File: config.mk
export PLATFORM = sky130hd
export DESIGN_NAME = bicubic_upsample_top
export DESIGN_NICKNAME = d
export VERILOG_FILES = /design/src/verilog/bicubic_pkg.sv /design/src/verilog/bicubic_dot4.sv /design/src/verilog/bicubic_horizontal_stage.sv /design/src/verilog/bicubic_sequencer.sv /design/src/verilog/bicubic_upsample_top.sv /design/src/verilog/bicubic_vertical_bank.sv
export VERILOG_INCLUDE_DIRS = /design/src /design/src/verilog
export SDC_FILE = /design/constraint.sdc
export NUM_CORES = 2
export LEC_CHECK = 0
export ABC_AREA = 1
export BUFFER_PORTS_ARGS = -buffer_cell sky130_fd_sc_hd__buf_2
export CAP_MARGIN = 10
export CORE_MARGIN = 4
export CORE_UTILIZATION = 35
export DETAILED_ROUTE_END_ITERATION = 10
export SLEW_MARGIN = 20
export SYNTH_ARGS = -nofsm -noshare
export SYNTH_HDL_FRONTEND = slang
export SYNTH_SLANG_ARGS = --single-unit
File: constraint.sdc
create_clock -name clk -period 14.2 [get_ports clk]
set_input_delay 2.13 -clock clk [delete_from_list [all_inputs] [get_ports clk]]
set_output_delay 2.13 -clock clk [all_outputs]
set_load 0.02 [all_outputs]
File: src/verilog/bicubic_config.svh
`ifndef BICUBIC_CONFIG_SVH
`define BICUBIC_CONFIG_SVH

// Coefficients are scaled by 1 << BICUBIC_FRAC_BITS
`define BICUBIC_FRAC_BITS 7

// Taps per filter pass and window width
`define BICUBIC_TAPS 4

`endif

File: src/verilog/bicubic_pkg.sv
`include "bicubic_config.svh"

package bicubic_pkg;

    typedef logic [7:0] pixel_t;                // Source or output pixel
    typedef logic signed [9:0] mid_t;           // Vertical pass result
    typedef logic signed [8:0] coef_t;          // Nine bits so the unity tap 128 fits
    typedef logic [1:0] phase_t;                // Sub pixel phase in quarters

    localparam int PHASES = 4;

    // Phase p interpolates at p/4 between tap 1 and tap 2
    localparam coef_t COEF_TABLE [PHASES][`BICUBIC_TAPS] = '{
        '{  9'sd0, 9'sd128,   9'sd0,   9'sd0},
        '{ -9'sd9, 9'sd111,  9'sd29,  -9'sd3},
        '{ -9'sd8,  9'sd72,  9'sd72,  -9'sd8},
        '{ -9'sd3,  9'sd29, 9'sd111,  -9'sd9}
    };

    function automatic coef_t bicubic_coef(input phase_t phase, input int unsigned tap);
        return COEF_TABLE[phase][tap];          // Each row sums to 128
    endfunction

endpackage

File: src/verilog/bicubic_dot4.sv
`include "bicubic_config.svh"

module bicubic_dot4 import bicubic_pkg::*; #(
    parameter type sample_t = pixel_t
) (
    input  sample_t           s0,
    input  sample_t           s1,
    input  sample_t           s2,
    input  sample_t           s3,
    input  coef_t             c0,
    input  coef_t             c1,
    input  coef_t             c2,
    input  coef_t             c3,
    output logic signed [11:0] sum
);

    // One spare bit for unsigned samples and two for the four term sum
    localparam int ACC_W = $bits(sample_t) + $bits(coef_t) + 3;

    logic signed [ACC_W-1:0] ext [4];
    logic signed [ACC_W-1:0] prod [4];
    logic signed [ACC_W-1:0] acc;
    logic signed [ACC_W-1:0] scaled;

    assign ext[0] = s0;                         // Extension follows the sample signedness
    assign ext[1] = s1;
    assign ext[2] = s2;
    assign ext[3] = s3;

    assign prod[0] = ext[0] * c0;
    assign prod[1] = ext[1] * c1;
    assign prod[2] = ext[2] * c2;
    assign prod[3] = ext[3] * c3;

    assign acc    = prod[0] + prod[1] + prod[2] + prod[3];
    assign scaled = acc >>> `BICUBIC_FRAC_BITS; // Floor division by 128
    assign sum    = scaled[11:0];

endmodule

File: src/verilog/bicubic_horizontal_stage.sv
`include "bicubic_config.svh"

module bicubic_horizontal_stage import bicubic_pkg::*; (
    input  logic   clk,
    input  logic   arst_n,
    input  logic   mid_valid,
    output logic   mid_ready,
    input  mid_t   mid_0,
    input  mid_t   mid_1,
    input  mid_t   mid_2,
    input  mid_t   mid_3,
    input  phase_t mid_col_phase,
    input  logic   mid_last,
    output logic   out_valid,
    input  logic   out_ready,
    output pixel_t out_pix,
    output logic   out_last
);

    coef_t              col_coef [`BICUBIC_TAPS];
    logic signed [11:0] row_sum;
    pixel_t             clamped;
    logic               out_valid_q;
    pixel_t             out_pix_q;
    logic               out_last_q;
    logic               mid_fire;

    assign mid_ready = ~out_valid_q | out_ready;
    assign mid_fire  = mid_valid & mid_ready;

    always_comb begin
        for (int i = 0; i < `BICUBIC_TAPS; i++) begin
            col_coef[i] = bicubic_coef(mid_col_phase, i);
        end
    end

    bicubic_dot4 #(.sample_t(mid_t)) u_row_filter (
        .s0  (mid_0),
        .s1  (mid_1),
        .s2  (mid_2),
        .s3  (mid_3),
        .c0  (col_coef[0]),
        .c1  (col_coef[1]),
        .c2  (col_coef[2]),
        .c3  (col_coef[3]),
        .sum (row_sum)
    );

    // Negative lobes can undershoot 0 and overshoot 255 near sharp edges
    always_comb begin
        if (row_sum < 0) begin
            clamped = 8'd0;
        end else if (row_sum > 12'sd255) begin
            clamped = 8'd255;
        end else begin
            clamped = row_sum[7:0];
        end
    end

    always_ff @(posedge clk or negedge arst_n) begin
        if (!arst_n) begin
            out_valid_q <= 1'b0;
        end else if (mid_ready) begin
            out_valid_q <= mid_valid;
        end
    end

    always_ff @(posedge clk) begin
        if (mid_fire) begin
            out_pix_q  <= clamped;
            out_last_q <= mid_last;
        end
    end

    assign out_valid = out_valid_q;
    assign out_pix   = out_pix_q;
    assign out_last  = out_last_q;

    a_out_hold: assert property (@(posedge clk) disable iff (!arst_n)
        out_valid && !out_ready |=> $stable(out_pix) && $stable(out_last));

endmodule

File: src/verilog/bicubic_sequencer.sv
module bicubic_sequencer import bicubic_pkg::*; (
    input  logic   clk,
    input  logic   arst_n,
    input  logic   in_valid,
    output logic   in_ready,
    input  pixel_t pix_0,
    input  pixel_t pix_1,
    input  pixel_t pix_2,
    input  pixel_t pix_3,
    input  pixel_t pix_4,
    input  pixel_t pix_5,
    input  pixel_t pix_6,
    input  pixel_t pix_7,
    input  pixel_t pix_8,
    input  pixel_t pix_9,
    input  pixel_t pix_10,
    input  pixel_t pix_11,
    input  pixel_t pix_12,
    input  pixel_t pix_13,
    input  pixel_t pix_14,
    input  pixel_t pix_15,
    output logic   issue_valid,
    input  logic   issue_ready,
    output phase_t row_phase,
    output phase_t col_phase,
    output logic   last,
    output pixel_t win_0,
    output pixel_t win_1,
    output pixel_t win_2,
    output pixel_t win_3,
    output pixel_t win_4,
    output pixel_t win_5,
    output pixel_t win_6,
    output pixel_t win_7,
    output pixel_t win_8,
    output pixel_t win_9,
    output pixel_t win_10,
    output pixel_t win_11,
    output pixel_t win_12,
    output pixel_t win_13,
    output pixel_t win_14,
    output pixel_t win_15
);

    pixel_t [15:0] win_q;
    logic          full_q;
    logic [3:0]    step_q;
    logic          in_fire;
    logic          issue_fire;

    assign issue_valid = full_q;
    assign row_phase   = step_q[3:2];
    assign col_phase   = step_q[1:0];
    assign last        = (step_q == 4'd15);
    assign issue_fire  = issue_valid & issue_ready;

    // A new window may enter while the last phase of the old one leaves
    assign in_ready = ~full_q | (issue_fire & last);
    assign in_fire  = in_valid & in_ready;

    // Step wraps to 0 after phase 15 so a freshly loaded window starts there
    always_ff @(posedge clk or negedge arst_n) begin
        if (!arst_n) begin
            full_q <= 1'b0;
            step_q <= 4'd0;
        end else begin
            if (issue_fire) begin
                step_q <= step_q + 4'd1;
            end
            if (in_fire) begin
                full_q <= 1'b1;
            end else if (issue_fire && last) begin
                full_q <= 1'b0;
            end
        end
    end

    always_ff @(posedge clk) begin
        if (in_fire) begin
            win_q <= {pix_15, pix_14, pix_13, pix_12, pix_11, pix_10, pix_9, pix_8,
                      pix_7, pix_6, pix_5, pix_4, pix_3, pix_2, pix_1, pix_0};
        end
    end

    assign win_0  = win_q[0];
    assign win_1  = win_q[1];
    assign win_2  = win_q[2];
    assign win_3  = win_q[3];
    assign win_4  = win_q[4];
    assign win_5  = win_q[5];
    assign win_6  = win_q[6];
    assign win_7  = win_q[7];
    assign win_8  = win_q[8];
    assign win_9  = win_q[9];
    assign win_10 = win_q[10];
    assign win_11 = win_q[11];
    assign win_12 = win_q[12];
    assign win_13 = win_q[13];
    assign win_14 = win_q[14];
    assign win_15 = win_q[15];

    // A window loads only into an idle sequencer parked at step 0 or as phase 15 leaves
    a_window_held: assert property (@(posedge clk) disable iff (!arst_n)
        in_fire |-> (!full_q && step_q == 4'd0) || (issue_fire && last));

endmodule

File: src/verilog/bicubic_upsample_top.sv
module bicubic_upsample_top import bicubic_pkg::*; (
    input  logic   clk,
    input  logic   arst_n,
    input  logic   in_valid,
    output logic   in_ready,
    input  pixel_t pix_0,
    input  pixel_t pix_1,
    input  pixel_t pix_2,
    input  pixel_t pix_3,
    input  pixel_t pix_4,
    input  pixel_t pix_5,
    input  pixel_t pix_6,
    input  pixel_t pix_7,
    input  pixel_t pix_8,
    input  pixel_t pix_9,
    input  pixel_t pix_10,
    input  pixel_t pix_11,
    input  pixel_t pix_12,
    input  pixel_t pix_13,
    input  pixel_t pix_14,
    input  pixel_t pix_15,
    output logic   out_valid,
    input  logic   out_ready,
    output pixel_t out_pix,
    output logic   out_last
);

    logic   issue_valid;
    logic   issue_ready;
    phase_t row_phase;
    phase_t col_phase;
    logic   last;
    pixel_t win_0, win_1, win_2, win_3, win_4, win_5, win_6, win_7;
    pixel_t win_8, win_9, win_10, win_11, win_12, win_13, win_14, win_15;
    logic   mid_valid;
    logic   mid_ready;
    mid_t   mid_0, mid_1, mid_2, mid_3;
    phase_t mid_col_phase;
    logic   mid_last;

    bicubic_sequencer u_sequencer (
        .clk, .arst_n, .in_valid, .in_ready,
        .pix_0, .pix_1, .pix_2, .pix_3, .pix_4, .pix_5, .pix_6, .pix_7,
        .pix_8, .pix_9, .pix_10, .pix_11, .pix_12, .pix_13, .pix_14, .pix_15,
        .issue_valid, .issue_ready, .row_phase, .col_phase, .last,
        .win_0, .win_1, .win_2, .win_3, .win_4, .win_5, .win_6, .win_7,
        .win_8, .win_9, .win_10, .win_11, .win_12, .win_13, .win_14, .win_15
    );

    // Column filters run on the row phase of the issued step
    bicubic_vertical_bank u_vertical_bank (
        .clk, .arst_n, .issue_valid, .issue_ready, .row_phase, .col_phase, .last,
        .win_0, .win_1, .win_2, .win_3, .win_4, .win_5, .win_6, .win_7,
        .win_8, .win_9, .win_10, .win_11, .win_12, .win_13, .win_14, .win_15,
        .mid_valid, .mid_ready, .mid_0, .mid_1, .mid_2, .mid_3,
        .mid_col_phase, .mid_last
    );

    bicubic_horizontal_stage u_horizontal_stage (
        .clk, .arst_n, .mid_valid, .mid_ready,
        .mid_0, .mid_1, .mid_2, .mid_3, .mid_col_phase, .mid_last,
        .out_valid, .out_ready, .out_pix, .out_last
    );

endmodule

File: src/verilog/bicubic_vertical_bank.sv
`include "bicubic_config.svh"

module bicubic_vertical_bank import bicubic_pkg::*; (
    input  logic   clk,
    input  logic   arst_n,
    input  logic   issue_valid,
    output logic   issue_ready,
    input  phase_t row_phase,
    input  phase_t col_phase,
    input  logic   last,
    input  pixel_t win_0,
    input  pixel_t win_1,
    input  pixel_t win_2,
    input  pixel_t win_3,
    input  pixel_t win_4,
    input  pixel_t win_5,
    input  pixel_t win_6,
    input  pixel_t win_7,
    input  pixel_t win_8,
    input  pixel_t win_9,
    input  pixel_t win_10,
    input  pixel_t win_11,
    input  pixel_t win_12,
    input  pixel_t win_13,
    input  pixel_t win_14,
    input  pixel_t win_15,
    output logic   mid_valid,
    input  logic   mid_ready,
    output mid_t   mid_0,
    output mid_t   mid_1,
    output mid_t   mid_2,
    output mid_t   mid_3,
    output phase_t mid_col_phase,
    output logic   mid_last
);

    // Reachable span of a vertical sum for 8-bit pixels and the coefficient table
    localparam int MID_MIN = -32;
    localparam int MID_MAX = 286;

    pixel_t [15:0]     win;
    coef_t             row_coef [`BICUBIC_TAPS];
    logic signed [11:0] col_sum [`BICUBIC_TAPS];
    mid_t              mid_q [`BICUBIC_TAPS];
    logic              mid_valid_q;
    phase_t            mid_col_phase_q;
    logic              mid_last_q;
    logic              issue_fire;

    assign win = {win_15, win_14, win_13, win_12, win_11, win_10, win_9, win_8,
                  win_7, win_6, win_5, win_4, win_3, win_2, win_1, win_0};

    assign issue_ready = ~mid_valid_q | mid_ready;
    assign issue_fire  = issue_valid & issue_ready;

    always_comb begin
        for (int i = 0; i < `BICUBIC_TAPS; i++) begin
            row_coef[i] = bicubic_coef(row_phase, i);
        end
    end

    for (genvar j = 0; j < `BICUBIC_TAPS; j++) begin : g_col
        bicubic_dot4 #(.sample_t(pixel_t)) u_col_filter (
            .s0  (win[j]),
            .s1  (win[`BICUBIC_TAPS + j]),
            .s2  (win[2 * `BICUBIC_TAPS + j]),
            .s3  (win[3 * `BICUBIC_TAPS + j]),
            .c0  (row_coef[0]),
            .c1  (row_coef[1]),
            .c2  (row_coef[2]),
            .c3  (row_coef[3]),
            .sum (col_sum[j])
        );

        a_mid_range: assert property (@(posedge clk) disable iff (!arst_n)
            mid_valid_q |-> (mid_q[j] >= MID_MIN) && (mid_q[j] <= MID_MAX));
    end

    always_ff @(posedge clk or negedge arst_n) begin
        if (!arst_n) begin
            mid_valid_q <= 1'b0;
        end else if (issue_ready) begin
            mid_valid_q <= issue_valid;
        end
    end

    always_ff @(posedge clk) begin
        if (issue_fire) begin
            for (int j = 0; j < `BICUBIC_TAPS; j++) begin
                mid_q[j] <= col_sum[j][$bits(mid_t)-1:0]; // Range fits without saturation
            end
            mid_col_phase_q <= col_phase;
            mid_last_q      <= last;
        end
    end

    assign mid_valid     = mid_valid_q;
    assign mid_0         = mid_q[0];
    assign mid_1         = mid_q[1];
    assign mid_2         = mid_q[2];
    assign mid_3         = mid_q[3];
    assign mid_col_phase = mid_col_phase_q;
    assign mid_last      = mid_last_q;

endmodule
Word level (Yosys, flattened, before mapping)
Memory sizes are Yosys's and may differ from the RTL's.
Cells that the tools add are included.
W data, S select, Z words.

storage, ports and cells
  flip-flop bits (word level) = 147
  bits in writable memories = 40
  memories kept = 1

memory list
  name                   depth  bits a word  read ports  clocked after Yosys merged registers in  write ports  RTL line                     source
  u_vertical_bank.mid_q  4      10           4           0                                        4            bicubic_vertical_bank.sv:44  mid_t mid_q [`BICUBIC_TAPS];

cells by class
  $add $sub $neg = 16
  multiply operators = 20
  magnitude comparators = 4
  equality and inequality tests = 1
  multiplexer cells = 11
  bitwise operators = 12
  reductions and logical operators = 2

operators with widths
  operator               count
  $mul A9 B9 Y17         16
  $add A17 B17 Y17       12
  $bmux W36 S2           2
  $mux W36               4
  $mul A10 B9 Y19        4
  $add A19 B19 Y19       3
  $gt A12 B9 Y1 const B  1
  $lt A12 B1 Y1 const B  1
  $mux W8                1
  $ge A3 B3 Y1 const B   2
  $not A2 Y3             2
  $add A4 B1 Y4 const B  1
  $and A1 B1 Y1          4
  $eq A4 B4 Y1 const B   1
  $mux W1                4
  $not A1 Y1             3
  $or A1 B1 Y1           3
  $reduce_bool A2 Y1     1
  $logic_and A1 B1 Y1    1

Depth between registers and ports, before layout
  word-level depth = 10
  mapped depth = 38

By module
Synthesis repeated with hierarchy kept, for this count alone.

second synthesis, totals
  cells, all modules = 7628
  area total of the unflattened synthesis = 63862.5 µm²

by module, submodules not included
  module                                                     times used  cells an instance  area each (µm²)
  bicubic_dot4 at u_vertical_bank.g_col[0].u_col_filter ...  3           1390               10871.7
  bicubic_dot4 at u_horizontal_stage.u_row_filter            1           1793               14338.8
  bicubic_dot4 at u_vertical_bank.g_col[3].u_col_filter      1           1389               10856.7
  bicubic_sequencer                                          1           161                4107.7
  bicubic_vertical_bank                                      1           57                 1401.3
  bicubic_horizontal_stage                                   1           58                 543.0

Least setup slack after synthesis
No wires, ideal clock.

  path kind = in2reg
  from = input out_ready
  to = register u_sequencer.win_q, in the netlist u_sequencer.win_0[0], enable pin
  library setup time = 0.616 ns
  data arrival time = 7.676 ns
  data required time = 13.584 ns
  setup slack = 5.908 ns
  stages on the path = 4
  path through = inv_1 -> nand3_1 -> a21oi_1 -> nor2_1

on the way
  cells in the longest elaborated chain, start to end = 6

RTL lines
  element                  RTL line                        source
  start: declaration       bicubic_upsample_top.sv:23      input logic out_ready,
  $or A1 B1 Y1             bicubic_horizontal_stage.sv:28  assign mid_ready = ~out_valid_q | out_ready;
  $or A1 B1 Y1             bicubic_vertical_bank.sv:53     assign issue_ready = ~mid_valid_q | mid_ready;
  $and A1 B1 Y1            bicubic_sequencer.sv:55         assign issue_fire = issue_valid & issue_ready;
  $and A1 B1 Y1            bicubic_sequencer.sv:58         assign in_ready = ~full_q | (issue_fire & last);
  $or A1 B1 Y1             bicubic_sequencer.sv:58
  $and A1 B1 Y1            bicubic_sequencer.sv:59         assign in_fire = in_valid & in_ready;
  net u_sequencer.in_fire  bicubic_sequencer.sv:48         logic in_fire;
  end signal: assignment   bicubic_sequencer.sv:80         win_q <= {pix_15, pix_14, pix_13, pix_12, pix_11, pix_10, pix_9, pix_8,
  end: declaration         bicubic_sequencer.sv:45         pixel_t [15:0] win_q;

The timed path passes the listed nets, and every way through them passes these cells.
A chain may end at the register's enable or synchronous reset.

==> flow_summary.json <==
{
  "dr.first_iter.drc_count": 1925,
  "antenna_found_initial": 0,
  "place_congestion": 0.909,
  "fp-row-count": 143,
  "fin_tns_setup_ns": 0,
  "synthCells": 5887,
  "hp-class": "reg -> reg",
  "ctsHoldBuffers": 0,
  "yosys_most_used_dff": "edfxtp_1",
  "synth-seq-cells": 187,
  "dieWidth_um": 400,
  "coreArea_mm2": 0.152,
  "area_growth_pct": 6.83,
  "worstPathMaxFanout": 56,
  "drc": 0,
  "start_util": 0.353,
  "cts_num_sinks": 187,
  "port-buffer-count": 142,
  "syn-cell-area_mm2": 0.0538,
  "n_antenna_cell": 0,
  "io_pins": 143,
  "grt_pass1_vias": 39000,
  "cp-start-kind": "register",
  "cts-resized-gates": 0,
  "rsz0062_at_grt": "false",
  "synth.largest_area_cell": "fa_1",
  "finalWirelength_um": 128000,
  "yosysSeqAreaShare": 0.104,
  "synth.most_common_cell": "inv_1",
  "setup_viol": 0,
  "cts_root_buf": "clkbuf_16",
  "fin_skew_ns": 0.0272,
  "synth_common_cells": "2352 x inv_1, 1258 x fa_1, 888 x nand2_1",
  "synthTopCellsByArea": "fa_1 47%, inv_1 16%, ha_1 14%, edfxtp_1 10%, nand2_1 6.2%",
  "postCtsSetupBuffers": 0,
  "overflow": 0,
  "end_kind": "register",
  "syn-num-nets": 7901,
  "avgSynthCellArea_um2": 9.15,
  "slew_violations": 0,
  "drv_cap": 0,
  "regMostFlops": "u_vertical_bank.mid_q",
  "ctsHtreeMaxLevel": 4,
  "crit_type": "reg -> reg",
  "arrival_ns": 9.41,
  "ys_types": 41,
  "numCtsBuffers": 17,
  "fp.dieArea_mm2": 0.160,
  "tightestPinTransition_ns": 1.10,
  "avgRoutedWirePerCell_um": 15.9,
  "insertion_delay_ns": 0.55,
  "largest_register_ffs": 40,
  "dpl.hpwl_um": 112000,
  "yosysTopAreaCellShare": 0.468,
  "layout.nets": 7983,
  "max-slew-margin-rel": 0.269,
  "ant_nets": 0,
  "cts_max_path_buffers": 2,
  "die_h_um": 400,
  "async_reset_ff_frac": 0.0374,
  "period_share": 0.642,
  "clkTransAtPathRegs_ns": 0.09,
  "synth_warnings": 0,
  "grt_max_degree": 129,
  "max_freq_mhz": 110,
  "period_needed_ns": 9.12,
  "hold_viol": 0,
  "track_usage": 0.168,
  "grt_pass1_wl_um": 211000,
  "vias": 34800,
  "viasPerCell": 4.34,
  "cts_tree": "built",
  "cp.required_ns": 14.49,
  "synth-edff-count": 180,
  "status": "finished, final reports clean",
  "drt-pass1-iter-count": 5,
  "drive_gt1_frac": 0.0391
}
==> kinds of logic after synthesis <==
kind of cell / Yosys count / share of synthesized area
buffers and inverters: 2452 / 0.171
adder cells (fa/ha/maj): 1882 / 0.613
AND/OR/NAND/NOR: 1154 / 0.0836
flip-flops: 187 / 0.104
AO/OA/AOI/OAI: 112 / 0.0123
XOR/XNOR: 100 / 0.0164
==> through the flow <==
stage / hold WS (ns) / instances / setup slack (ns) / instance area [µm²] / util
final: 0.468 / 8011 / 5.08 / 57500 / 0.377
after global routing: 0.492 / 8011 / 4.78 / 57500 / 0.377
after CTS: 0.480 / 8011 / 5.18 / 57500 / 0.377
after detailed placement: 0.458 / 7980 / 5.21 / 56900 / 0.373
after global placement: 0.451 / 7980 / 5.38 / 56900 / 0.373
after floorplan: 0.400 / 5887 / 5.91 / 53800 / -
==> metal layers <==
metal	track usage	up-vias	wire length, µm
met5	0	-	0
met4	0.0357	0	2460
met3	0.0241	112	6450
met2	0.286	708	62000
met1	0.228	17600	56700
li1	-	16400	-
==> cell type report <==
| type | count | area, µm² |
|---|---|---|
| flip-flops and latches | 187 | 5590 |
| well taps | 2030 | 2540 |
| multi-input cells | 3248 | 39100 |
| fillers | 15400 | 94900 |
| repair buffers | 158 | 843 |
| inverters | 2357 | 8860 |
| clock inverters | 14 | 173 |
| clock buffers | 17 | 425 |
==> path summary, 6_finish.rpt <==
kind / cells past startpoint / slack (ns) / endpoint / startpoint
max in group asynchronous: 1 / 12.41 / u_sequencer.step_q[3] / arst_n
worst max register to register: 25 / 5.08 / u_vertical_bank.mid_q[1][7] / u_sequencer.step_q[3]
worst min-delay path: 0 / 0.47 / u_horizontal_stage.out_last / u_vertical_bank.mid_last
min in group asynchronous: 1 / 1.49 / u_sequencer.step_q[2] / arst_n
worst min register to register: 0 / 0.47 / u_horizontal_stage.out_last / u_vertical_bank.mid_last
worst max-delay path: 25 / 5.08 / u_vertical_bank.mid_q[1][7] / u_sequencer.step_q[3]
==> placed cells by master (no fill, tap or decap), drive strengths merged <==
master,instances
inv,2364
fa,1258
nand2,899
ha,624
nor2,197
edfxtp,180
buf,158
a21oi,70
xor2,61
xnor2,39
nand3,35
clkbuf,17
o21ai,15
nand4,12
a21o,8
clkinv,7
dfrtp,7
o21bai,5
o21a,4
or2,4
o211ai,3
o221ai,2
a21boi,2
nor4,2
nand3b,2
nor3,2
nor3b,1
a211oi,1
o21ba,1
a31o,1
==> critical path, cell delays in order (launching register included) <==
cell	delay [ns]
dfrtp_2	0.61
buf_4	0.36
inv_1	0.22
ha_4	0.40
inv_2	0.41
buf_4	0.68
nand2_1	0.38
fa_1	0.63
inv_1	0.05
fa_1	0.46
fa_1	0.55
inv_1	0.06
fa_1	0.48
fa_1	0.57
fa_1	0.43
fa_1	0.49
inv_1	0.06
fa_1	0.44
ha_1	0.34
a21o_1	0.19
a21boi_0	0.30
o211ai_1	0.21
a21o_1	0.22
nand2_1	0.08
a21o_1	0.11
nand2_1	0.04
Power is not shown: default switching activity piles up to over one toggle a cycle in this logic, so the estimate is an artifact.
